File: src/include/rv_exec_settings.svh
`ifndef RV_EXEC_SETTINGS_SVH
`define RV_EXEC_SETTINGS_SVH

// datapath and address widths fixed by RV64
`define XLEN 64
`define ALEN 64

// byte offset inside one aligned 64-bit word
`define ALIGN_BITS 3
`define LINE_ADDR_W (`ALEN - `ALIGN_BITS)
`define MASK_W (`XLEN / 8)

`endif
File: src/design/rv_isa_pkg.sv
`include "rv_exec_settings.svh"

package rv_isa_pkg;

    // major opcode, instruction bits 6:2
    typedef logic [4:0] opcode_t;

    localparam opcode_t OP_LOAD     = 5'b00000;
    localparam opcode_t OP_MISC_MEM = 5'b00011;
    localparam opcode_t OP_OP_IMM   = 5'b00100;
    localparam opcode_t OP_STORE    = 5'b01000;
    localparam opcode_t OP_OP       = 5'b01100;

    typedef logic [2:0] funct3_t;

    localparam funct3_t F3_ADD_SUB = 3'b000;
    localparam funct3_t F3_SLL     = 3'b001;
    localparam funct3_t F3_SLT     = 3'b010;
    localparam funct3_t F3_SLTU    = 3'b011;
    localparam funct3_t F3_XOR     = 3'b100;
    localparam funct3_t F3_SRL_SRA = 3'b101;
    localparam funct3_t F3_OR      = 3'b110;
    localparam funct3_t F3_AND     = 3'b111;

    typedef logic [6:0]        funct7_t;
    typedef logic [4:0]        reg_idx_t;
    typedef logic [11:0]       imm12_t;
    typedef logic [`XLEN-1:0]  xword_t;
    typedef logic [`ALEN-1:0]  addr_t;

    typedef struct packed {
        logic     valid;
        logic     is_mem;
        opcode_t  opcode;
        reg_idx_t rd;
        reg_idx_t rs1;
        reg_idx_t rs2;
        funct3_t  funct3;
        funct7_t  funct7;
        xword_t   rs1_data;
        xword_t   rs2_data;
        imm12_t   i_imm;
        imm12_t   s_imm;
    } issue_t;

endpackage

File: src/design/rv_exec_pkg.sv
`include "rv_exec_settings.svh"

package rv_exec_pkg;

    import rv_isa_pkg::*;

    // matches funct3[1:0] of loads and stores
    typedef enum logic [1:0] {
        BYTE  = 2'b00,
        HALF  = 2'b01,
        WORD  = 2'b10,
        DWORD = 2'b11
    } access_size_e;

    typedef logic [`LINE_ADDR_W-1:0] line_addr_t;
    typedef logic [`MASK_W-1:0]      byte_mask_t;

    // prev_stalled high means no request this cycle
    typedef struct packed {
        logic       prev_stalled;
        line_addr_t addr;
        logic       do_load;
        logic       do_store;
        xword_t     store_data;
        byte_mask_t store_mask;
    } lsu_req_t;

    typedef struct packed {
        logic   stall_next;
        logic   access_fault;
        xword_t load_data;
    } lsu_rsp_t;

    typedef struct packed {
        logic     valid;
        logic     exception;
        reg_idx_t rd;
        xword_t   result;
    } unit_result_t;

    typedef struct packed {
        logic     valid;
        logic     exception;
        logic     from_mem;
        reg_idx_t rd;
        xword_t   result;
    } commit_t;

endpackage

File: src/design/exec_unit_top.sv
`timescale 1ns/1ps

module exec_unit_top
    import rv_isa_pkg::*;
    import rv_exec_pkg::*;
(
    input  logic       clk,
    input  logic       rst,
    input  issue_t     issue,
    input  lsu_rsp_t   lsu_rsp,
    output lsu_req_t   lsu_req,
    output commit_t    commit,
    output logic [7:0] exc_count
);

    unit_result_t alu_res;
    unit_result_t mem_res;

    // register and immediate arithmetic
    exec_alu i_alu (
        .clk     (clk),
        .rst     (rst),
        .issue   (issue),
        .alu_res (alu_res)
    );

    // loads, stores and FENCE through the outside LSU
    exec_mem i_mem (
        .clk     (clk),
        .rst     (rst),
        .issue   (issue),
        .lsu_rsp (lsu_rsp),
        .lsu_req (lsu_req),
        .mem_res (mem_res)
    );

    // --------------------
    // writeback record
    // --------------------
    exec_commit i_commit (
        .clk       (clk),
        .rst       (rst),
        .alu_res   (alu_res),
        .mem_res   (mem_res),
        .commit    (commit),
        .exc_count (exc_count)
    );

endmodule

File: src/design/exec_commit.sv
`timescale 1ns/1ps

module exec_commit
    import rv_isa_pkg::*;
    import rv_exec_pkg::*;
(
    input  logic         clk,
    input  logic         rst,
    input  unit_result_t alu_res,
    input  unit_result_t mem_res,
    output commit_t      commit,
    output logic [7:0]   exc_count
);

    unit_result_t sel;
    xword_t       wb_result;

    // --------------------
    // result merge
    // --------------------
    // only one unit finishes per cycle, so a plain priority select is enough
    assign sel = mem_res.valid ? mem_res : alu_res;

    // a trapping instruction hands zero to writeback
    assign wb_result = sel.exception ? '0 : sel.result;

    always_comb begin
        commit.valid     = alu_res.valid || mem_res.valid;
        commit.exception = sel.exception;
        commit.from_mem  = mem_res.valid;
        commit.rd        = sel.rd;
        commit.result    = wb_result;
    end

    // --------------------
    // exception counter
    // --------------------
    // saturates at all ones
    always_ff @(posedge clk) begin
        if (rst) begin
            exc_count <= '0;
        end else if (commit.valid && commit.exception && (exc_count != 8'hff)) begin
            exc_count <= exc_count + 8'd1;
        end
    end

endmodule

File: src/design/exec_mem.sv
`timescale 1ns/1ps
`include "rv_exec_settings.svh"

module exec_mem
    import rv_isa_pkg::*;
    import rv_exec_pkg::*;
(
    input  logic         clk,
    input  logic         rst,
    input  issue_t       issue,
    input  lsu_rsp_t     lsu_rsp,
    output lsu_req_t     lsu_req,
    output unit_result_t mem_res
);

    logic                   mem_act;
    logic                   store_bit;
    logic                   is_load_store;
    logic                   is_fence;
    logic                   misaligned;
    imm12_t                 mem_imm;
    addr_t                  eff_addr;
    logic [`ALIGN_BITS-1:0] offset_comb;
    access_size_e           size_comb;
    xword_t                 store_data;
    byte_mask_t             store_mask;

    // state captured on a mem issue, used when the LSU answers
    logic [`ALIGN_BITS-1:0] offset_q;
    access_size_e           size_q;
    logic                   unsigned_q;
    logic                   store_q;
    reg_idx_t               rd_q;

    logic                   single_valid_q;
    logic                   single_exc_q;

    logic [7:0]             ld_byte;
    logic [15:0]            ld_half;
    logic [31:0]            ld_word;
    xword_t                 load_ext;

    // --------------------
    // decode and address
    // --------------------
    assign mem_act       = issue.valid && issue.is_mem;
    assign store_bit     = issue.opcode == OP_STORE;
    assign is_load_store = (issue.opcode == OP_LOAD) || store_bit;
    assign is_fence      = issue.opcode == OP_MISC_MEM;

    assign mem_imm     = store_bit ? issue.s_imm : issue.i_imm;
    assign eff_addr    = issue.rs1_data + {{(`ALEN-12){mem_imm[11]}}, mem_imm};
    assign offset_comb = eff_addr[`ALIGN_BITS-1:0];
    assign size_comb   = access_size_e'(issue.funct3[1:0]);

    // every access must sit on its natural boundary
    always_comb begin
        unique case (size_comb)
            BYTE:  misaligned = 1'b0;
            HALF:  misaligned = offset_comb[0];
            WORD:  misaligned = |offset_comb[1:0];
            DWORD: misaligned = |offset_comb;
        endcase
    end

    // --------------------
    // store formatting
    // --------------------
    // lanes are replicated, the mask picks the ones that are written
    always_comb begin
        unique case (size_comb)
            BYTE: begin
                store_data = {(`XLEN/8){issue.rs2_data[7:0]}};
                store_mask = byte_mask_t'(8'h01) << offset_comb;
            end
            HALF: begin
                store_data = {(`XLEN/16){issue.rs2_data[15:0]}};
                store_mask = byte_mask_t'(8'h03) << offset_comb;
            end
            WORD: begin
                store_data = {(`XLEN/32){issue.rs2_data[31:0]}};
                store_mask = byte_mask_t'(8'h0f) << offset_comb;
            end
            DWORD: begin
                store_data = issue.rs2_data;
                store_mask = '1;
            end
        endcase
    end

    always_comb begin
        lsu_req.prev_stalled = !(mem_act && is_load_store) || misaligned;
        lsu_req.addr         = eff_addr[`ALEN-1 -: `LINE_ADDR_W];
        lsu_req.do_load      = issue.opcode == OP_LOAD;
        lsu_req.do_store     = store_bit;
        lsu_req.store_data   = store_data;
        lsu_req.store_mask   = store_mask;
    end

    // --------------------
    // issue-time registers
    // --------------------
    always_ff @(posedge clk) begin
        if (mem_act) begin
            offset_q   <= offset_comb;
            size_q     <= size_comb;
            unsigned_q <= issue.funct3[2];
            store_q    <= store_bit;
            rd_q       <= issue.rd;
        end
    end

    // misaligned, FENCE and unknown opcodes finish one cycle after issue
    always_ff @(posedge clk) begin
        if (rst) begin
            single_valid_q <= 1'b0;
            single_exc_q   <= 1'b0;
        end else begin
            single_valid_q <= mem_act && (!is_load_store || misaligned);
            single_exc_q   <= mem_act && (is_load_store ? misaligned : !is_fence);
        end
    end

    // --------------------
    // load extraction
    // --------------------
    assign ld_byte = lsu_rsp.load_data[{offset_q, 3'b000} +: 8];
    assign ld_half = lsu_rsp.load_data[{offset_q[2:1], 4'b0000} +: 16];
    assign ld_word = lsu_rsp.load_data[{offset_q[2], 5'b00000} +: 32];

    always_comb begin
        unique case (size_q)
            BYTE:  load_ext = unsigned_q ? xword_t'(ld_byte) :
                              {{(`XLEN-8){ld_byte[7]}}, ld_byte};
            HALF:  load_ext = unsigned_q ? xword_t'(ld_half) :
                              {{(`XLEN-16){ld_half[15]}}, ld_half};
            WORD:  load_ext = unsigned_q ? xword_t'(ld_word) :
                              {{(`XLEN-32){ld_word[31]}}, ld_word};
            DWORD: load_ext = lsu_rsp.load_data;
        endcase
    end

    // LSU answer wins in its cycle, otherwise the registered path
    always_comb begin
        mem_res.rd = rd_q;
        if (!lsu_rsp.stall_next) begin
            mem_res.valid     = 1'b1;
            mem_res.exception = lsu_rsp.access_fault;
            mem_res.result    = store_q ? '0 : load_ext;
        end else begin
            mem_res.valid     = single_valid_q;
            mem_res.exception = single_exc_q;
            mem_res.result    = '0;
        end
    end

endmodule

File: src/design/exec_alu.sv
`timescale 1ns/1ps
`include "rv_exec_settings.svh"

module exec_alu
    import rv_isa_pkg::*;
    import rv_exec_pkg::*;
(
    input  logic         clk,
    input  logic         rst,
    input  issue_t       issue,
    output unit_result_t alu_res
);

    logic                     alu_act;
    logic                     known_op;
    logic                     is_sub;
    logic                     lt_signed;
    logic                     lt_unsigned;
    logic [$clog2(`XLEN)-1:0] shamt;
    xword_t                   op_a;
    xword_t                   op_b;
    xword_t                   sra_out;
    xword_t                   alu_out;

    // --------------------
    // operands
    // --------------------
    assign alu_act  = issue.valid && !issue.is_mem;
    assign known_op = (issue.opcode == OP_OP) || (issue.opcode == OP_OP_IMM);

    assign op_a = issue.rs1_data;
    // immediate forms take the sign-extended I-type immediate
    assign op_b = (issue.opcode == OP_OP_IMM) ?
                  {{(`XLEN-12){issue.i_imm[11]}}, issue.i_imm} : issue.rs2_data;

    // no SUBI exists, so only the register form can subtract
    assign is_sub = (issue.opcode == OP_OP) && issue.funct7[5];

    // RV64 uses six shift bits in both forms
    assign shamt = op_b[$clog2(`XLEN)-1:0];

    assign lt_signed   = $signed(op_a) < $signed(op_b);
    assign lt_unsigned = op_a < op_b;
    assign sra_out     = $signed(op_a) >>> shamt;

    // --------------------
    // function select
    // --------------------
    always_comb begin
        unique case (issue.funct3)
            F3_ADD_SUB: alu_out = is_sub ? op_a - op_b : op_a + op_b;
            F3_SLL:     alu_out = op_a << shamt;
            F3_SLT:     alu_out = {{(`XLEN-1){1'b0}}, lt_signed};
            F3_SLTU:    alu_out = {{(`XLEN-1){1'b0}}, lt_unsigned};
            F3_XOR:     alu_out = op_a ^ op_b;
            F3_SRL_SRA: alu_out = issue.funct7[5] ? sra_out : op_a >> shamt;
            F3_OR:      alu_out = op_a | op_b;
            F3_AND:     alu_out = op_a & op_b;
        endcase
    end

    // --------------------
    // result register
    // --------------------
    always_ff @(posedge clk) begin
        if (rst) begin
            alu_res.valid <= 1'b0;
        end else begin
            alu_res.valid <= alu_act;
        end

        if (alu_act) begin
            // anything outside OP and OP_IMM is not ours to execute
            alu_res.exception <= !known_op;
            alu_res.rd        <= issue.rd;
            alu_res.result    <= known_op ? alu_out : '0;
        end
    end

endmodule

File: config.mk
export PLATFORM = sky130hd
export DESIGN_NAME = exec_unit_top
export DESIGN_NICKNAME = d
export VERILOG_FILES = /design/src/design/rv_isa_pkg.sv /design/src/design/rv_exec_pkg.sv /design/src/design/exec_unit_top.sv /design/src/design/exec_commit.sv /design/src/design/exec_mem.sv /design/src/design/exec_alu.sv
export VERILOG_INCLUDE_DIRS = /design/src /design/src/include
export SDC_FILE = /design/constraint.sdc
export NUM_CORES = 2
export LEC_CHECK = 0
export ABC_AREA = 1
export ABC_CLOCK_PERIOD_IN_PS = 7530
export BUFFER_PORTS_ARGS = -buffer_cell sky130_fd_sc_hd__buf_2
export CAP_MARGIN = 20
export CORE_MARGIN = 4
export CORE_UTILIZATION = 25
export CTS_CLUSTER_SIZE = 30
export DETAILED_ROUTE_END_ITERATION = 16
export PLACE_DENSITY = 0.38
export SYNTH_ARGS = -nofsm -noshare
export SYNTH_HDL_FRONTEND = slang
export SYNTH_SLANG_ARGS = --single-unit
File: constraint.sdc
create_clock -name clk -period 7.53 [get_ports clk]
set_input_delay 1.506 -clock clk [delete_from_list [all_inputs] [get_ports clk]]
set_output_delay 1.506 -clock clk [all_outputs]
set_load 0.03 [all_outputs]
After elaboration in Yosys (flattened, before gate mapping) --
Cells that the tools add are included.
Word-level totals: bits in registers 93, latch bits 0, RAM bits 0, ROM bits 0, input bits 252, output and inout port bits 216, word-level logic and storage cells 90, memories kept 0
Operators by class: add/subtract/negate cells 4, multiply operators 0, divide/modulo/power cells 0, magnitude comparators 2, eq/ne operators 18, shifts and indexed selects 9, multiplexer cells 18, bitwise gates (word level) 3, reductions and logical operators 24
Operators by type and width (count):
- $mux W64 | 9
- $pmux W64 S4 | 2
- $pmux W64 S8 | 1
- $add A64 B64 Y64 | 2
- $lt A64 B64 Y1 | 2
- $mux W70 | 1
- $and A64 B64 Y64 | 1
- $or A64 B64 Y64 | 1
- $shiftx A64 B7 Y16 | 1
- $shiftx A64 B7 Y32 | 1
- $shiftx A64 B7 Y8 | 1
- $shl A64 B6 Y64 | 1
- $shr A64 B6 Y64 | 1
- $sshr A64 B6 Y64 | 1
- $sub A64 B64 Y64 | 1
- $xor A64 B64 Y64 | 1
- $pmux W8 S4 | 1
- $eq A3 B3 Y1 const B | 4
- $mux W12 | 1
- $eq A5 B4 Y1 const B | 2
- $add A8 B1 Y8 const B | 1
- $eq A2 B2 Y1 const B | 4
- $logic_and A1 B1 Y1 | 8
- $ne A8 B8 Y1 const B | 1
- other kinds (18) | 29

Logic depth before layout (Yosys ltp) --
word-level depth 8, mapped depth 28, mapped depth without buffers 26

By module --
From an unflattened synthesis, not the netlist that was laid out.
Unflattened totals: cells, all modules 7285, area, all modules 36957.9 sq um
By module, submodules not included:
- exec_alu | times used 1, cells an instance 4672, area an instance 24636.1 sq um
- exec_mem | times used 1, cells an instance 2169, area an instance 10377.5 sq um
- exec_commit | times used 1, cells an instance 444, area an instance 1944.4 sq um

Worst setup path before layout --
No wires, ideal clock.
kind input to output, start point in issue[178] in the netlist's numbering, end point out lsu_req[133] in the netlist's numbering, arrival time 5.702 ns, data required time 6.024 ns, path slack 0.322 ns, stages on the path 20, cells stage by stage nor2_2 -> nand2_1 -> nor3_1 -> inv_1 -> nand2_1 -> nand2_1 -> ha_1 -> nand2_1 -> o21ai_0 -> inv_1 -> nand2_1 -> inv_1 -> o21ai_0 -> nand3_1 -> nand3_1 -> nand2_1 -> nand2_1 -> a21oi_1 -> xor2_1 -> buf_4
On the way: cells in the longest elaborated chain, start to end 3
RTL lines:
- from (decl) | RTL line exec_unit_top.sv:9 | input issue_t issue,
- $eq A5 B4 Y1 | RTL line exec_mem.sv:47 | assign store_bit = issue.opcode == OP_STORE;
- $mux W12 | RTL line exec_mem.sv:51 | assign mem_imm = store_bit ? issue.s_imm : issue.i_imm;
- $add A64 B64 Y64 | RTL line exec_mem.sv:52 | assign eff_addr = issue.rs1_data + {{(`ALEN-12){mem_imm[11]}}, mem_imm};
- to (decl) | RTL line exec_unit_top.sv:11 | output lsu_req_t lsu_req,
No other way between the ends.

==> key figures <==
Floorplan
  – I/O Pins: 468
  – Core Area: between 100000 and 150000 um2
  – DIE AREA: between 100000 and 150000 um2
  – Die Wd: ~370 um
  – Initial Util: 0.252
  – Die Span Y: roughly 370 um
  – Cell Rows: 133

STA
  – Slew margin rel.: 0.195
  – Fin crit period: approximately 7.3 ns
  – Clock Skews: 0.0110 ns
  – Max Clock Freq: 0.137 GHz
  – Final Slew Violations: 0
  – Sum Neg Setup Slack: 0 ns
  – Endpoints failing setup: 0
  – Final period utilization: 0.967
  – RSZ-0062 raised after global routing: yes
  – Final hold viol count: 0
  – Worst Max-Slew Pin Slew: around 1.2 ns

Finish
  – Layout cells sized above 1: 0.116
  – Fin area: 38200 um2
  – Multi-input gate area: around 26000 um2
  – Fill count: 15.8k
  – Area Growth Syn to Fin: 14.9%
  – FF+latch area: 2680 um2
  – Nets@finish: slightly above 7k

Global route
  – First-pass GRT wire length: 353000 um
  – Initial antenna violation count: 25
  – Vias in the first global route: ~43k
  – Gr usage total: 0.362
  – Gr ovfl total: 0
  – Pin count of the biggest net entering global routing: 92

Yosys
  – Synthesized area: ~33000 um2
  – Mux share of post-synthesis cell area: 0.00422
  – Primary FF master, synth: edfxtp_1
  – Sequential fraction of the synthesis area: 0.0807
  – Adder-cell share of the synthesized area: 0.0972
  – Post-synthesis compound-gate area fraction: 0.239
  – Synth warnings: 0
  – Post-Synth XOR/XNOR Area: 0.0227
  – Seq cells post-synth: 93
  – Combinational family with the most area after synthesis: simple AND/OR/NAND/NOR gates
  – Yosys cell types: 62
  – Post-Syn Nets: between 6k and 7k
  – Syn_area_per_cell: 5.30 um2
  – Ys async rst share: 0
  – Number of synthesized flops with an enable pin: 82
  – Post-Synth Simple-Gate Area: 0.410
  – Synthesized netlist cell count: ~6.3k

Worst setup path
  – Crit path max-delay cell type: fa_1
  – Crit path kind: in -> out
  – Crit-path most repeated cell: nand2_1
  – Worst path arrival time: about 5.8 ns
  – Max FO, Critical Path: 18
  – Worst Path Required: around 6 ns
  – Slowest Stage Delay on Critical Path: between 0.4 and 0.5 ns
  – Startpoint types: primary input
  – Setup crit end kind: primary output

Clock network
  – Post-CTS Hold Fix Bufs: 0
  – Clk Latency, worst-skew pair: approximately 0.38 ns
  – CTS sink cnt: 93
  – CTS root buf: clkbuf_16
  – Number of buffers created by CTS: 9
  – H-tree levels: 3
  – TritonCTS clock tree: built
  – Longest Clk Path Bufs: 2
  – Clock-pin slew on the worst setup and hold paths: about 0.080 ns

Detailed routing
  – DRC errors left: 0
  – Detail Route Antenna Nets: 0
  – Via Count: about 47k
  – Post-Route WL: approximately 260000 um
  – Routed vias/inst: ~5.7
  – 1st-iter DRT viols: between 6k and 7k
  – Pre-Repair DR Iteration Count: 6
  – Avg WL per Cell: roughly 32 um

Outcome
  – Status: finished, final reports clean

Power and ir drop
  – Pwr Density: 135 nW/um2
  – Tot Pwr: 5.15 mW
  – Worst VDD drop: just over 90 uV
  – Leakage: ~19 nW

Place
  – Gp weighted congestion: approximately 1.1
  – Detailed Place HPWL: between 200000 and 250000 um
  – Port Buffers: 451
  – Cell Area, Placed: about 38000 um2

Worst hold path
  – Worst hold path class: reg -> reg

Flow run
  – MaxCap Viol Count: 0
==> state kept, by name (all words and copies together), names as in the netlist <==
register	cells
i_alu.alu_res	71
i_mem.store_q	1
i_mem.single_valid_q	1
i_mem.single_exc_q	1
i_mem.offset_q	3
i_commit.exc_count	8
i_mem.rd_q	5
i_mem.size_q	2
i_mem.unsigned_q	1
==> final timing paths <==
kind,from,to,slack [ns],cells after the start
setup / recovery,issue[178],lsu_req[131],0.25,26
hold reg to reg,i_commit.exc_count[7],i_commit.exc_count[7],0.50,2
hold / removal,i_commit.exc_count[7],i_commit.exc_count[7],0.50,2
setup reg to reg,i_mem.single_valid_q,i_commit.exc_count[7],4.13,13
==> where the power goes <==
part	switching, mW	leakage [nW]	internal [mW]
Clock	0.245	0.151	0.240
Sequential	0.0147	0.784	0.591
Combinational	3.03	17.7	1.03
Total	3.29	18.7	1.86
==> placed cells by master (no fill, tap or decap), types with 11 or more instances in the layout <==
| cell | instances |
|---|---|
| o21bai_1 | 13 |
| nor2_1 | 492 |
| o21ai_1 | 45 |
| ha_1 | 254 |
| buf_12 | 20 |
| a21oi_1 | 582 |
| inv_2 | 12 |
| nand3_1 | 905 |
| a31oi_1 | 68 |
| a221oi_1 | 27 |
| a211oi_1 | 12 |
| nor3_1 | 54 |
| xnor2_1 | 20 |
| buf_4 | 212 |
| edfxtp_1 | 82 |
| o21a_1 | 20 |
| dfxtp_1 | 11 |
| inv_1 | 758 |
| nand2_1 | 1640 |
| nor4_1 | 22 |
| a21o_1 | 11 |
| mux2i_1 | 14 |
| buf_2 | 451 |
| o211ai_1 | 100 |
| a22oi_1 | 16 |
| xor2_1 | 66 |
| o21ai_0 | 447 |
| o22ai_1 | 27 |
| nand4_1 | 45 |
==> logic make-up after synthesis <==
group / after synthesis
AND/OR/NAND/NOR: 3220
buffers and inverters: 1180
adder cells (fa/ha/maj): 257
XOR/XNOR: 86
AO/OA/AOI/OAI: 1418
multiplexers: 14
flip-flops: 93
==> critical path, delay by kind of cell <==
kind,cells,cell delay (ns)
compound gates,4,0.91
xor+xnor,1,0.21
fa+ha+maj,2,0.59
buf+inv,6,0.98
simple gates,13,1.58
==> metrics by stage <==
| step | util | cells | hold WS (ns) | worst slack [ns] |
|---|---|---|---|---|
| 3_5_place_dp | 0.287 | 8310 | 0.484 | -0.0197 |
| 5_1_grt | 0.290 | 8328 | 0.527 | -0.0642 |
| 6_report | 0.290 | 8333 | 0.496 | 0.248 |
| 4_1_cts | 0.289 | 8326 | 0.498 | 0.0497 |
| 3_3_place_gp | 0.287 | 8308 | 0.477 | -0.753 |
| 2_1_floorplan | - | 6268 | 0.598 | 0.322 |
==> Yosys cell counts (3+ instances only) <==
cell type,instances,area (um2)
buf_1,47,176
clkinv_1,7,26.3
nor2_1,496,1860
a211oi_1,13,97.6
xnor2_1,20,175
o21bai_1,13,97.6
inv_1,762,2860
nand3_1,905,4530
buf_2,67,335
nand2_1,1644,6170
buf_4,88,661
a21o_1,11,82.6
or2_0,3,18.8
nand3b_1,8,60.1
a21oi_1,583,2920
nand2_2,5,31.3
ha_1,255,3190
xor2_1,66,578
o31ai_1,4,30.0
and3_1,5,31.3
dfxtp_1,11,220
nor3_1,56,280
clkbuf_1,190,713
nor2_2,4,25.0
buf_6,4,45.0
a31oi_1,68,425
o311ai_0,8,70.1
a22oi_1,16,120
inv_2,12,45.0
mux2i_1,14,140
nand4_1,45,282
or2_1,10,62.6
o22ai_1,27,169
nor4_1,23,144
a21boi_0,8,60.1
o221ai_1,9,78.8
o211ai_1,100,751
o21ai_0,449,2250
or2_2,10,62.6
o2111ai_1,9,78.8
o21ai_1,43,215
edfxtp_1,82,2460
a221oi_1,27,236
o21a_1,20,150
==> area by class of cell <==
| class | count | share of cell area |
|---|---|---|
| sequential | 93 | 0.0702 |
| antenna | 7 | 0.000459 |
| inverter | 783 | 0.0773 |
| tap | 1755 | 0.0575 |
| clock buffer | 9 | 0.00590 |
| timing repair buffer | 684 | 0.112 |
| multi-input combinational | 4995 | 0.675 |
| clock inverter | 7 | 0.00213 |
==> layer usage <==
metal	track usage	part of all wire	up-vias
met2	0.529	0.41	2550
met1	0.511	0.45	22778
li1	-	-	21502
met5	0	0.00067	-
met4	0.155	0.052	26
met3	0.0715	0.090	366
==> timing repair <==
action	4_1_cts	5_1_grt
buffers inserted	0	0
endpoints found under the setup margin	1	15
gates resized for setup	1	5
pin swaps	0	1
cloned	0	0
No activity file was read; power rests on OpenSTA's default activity.
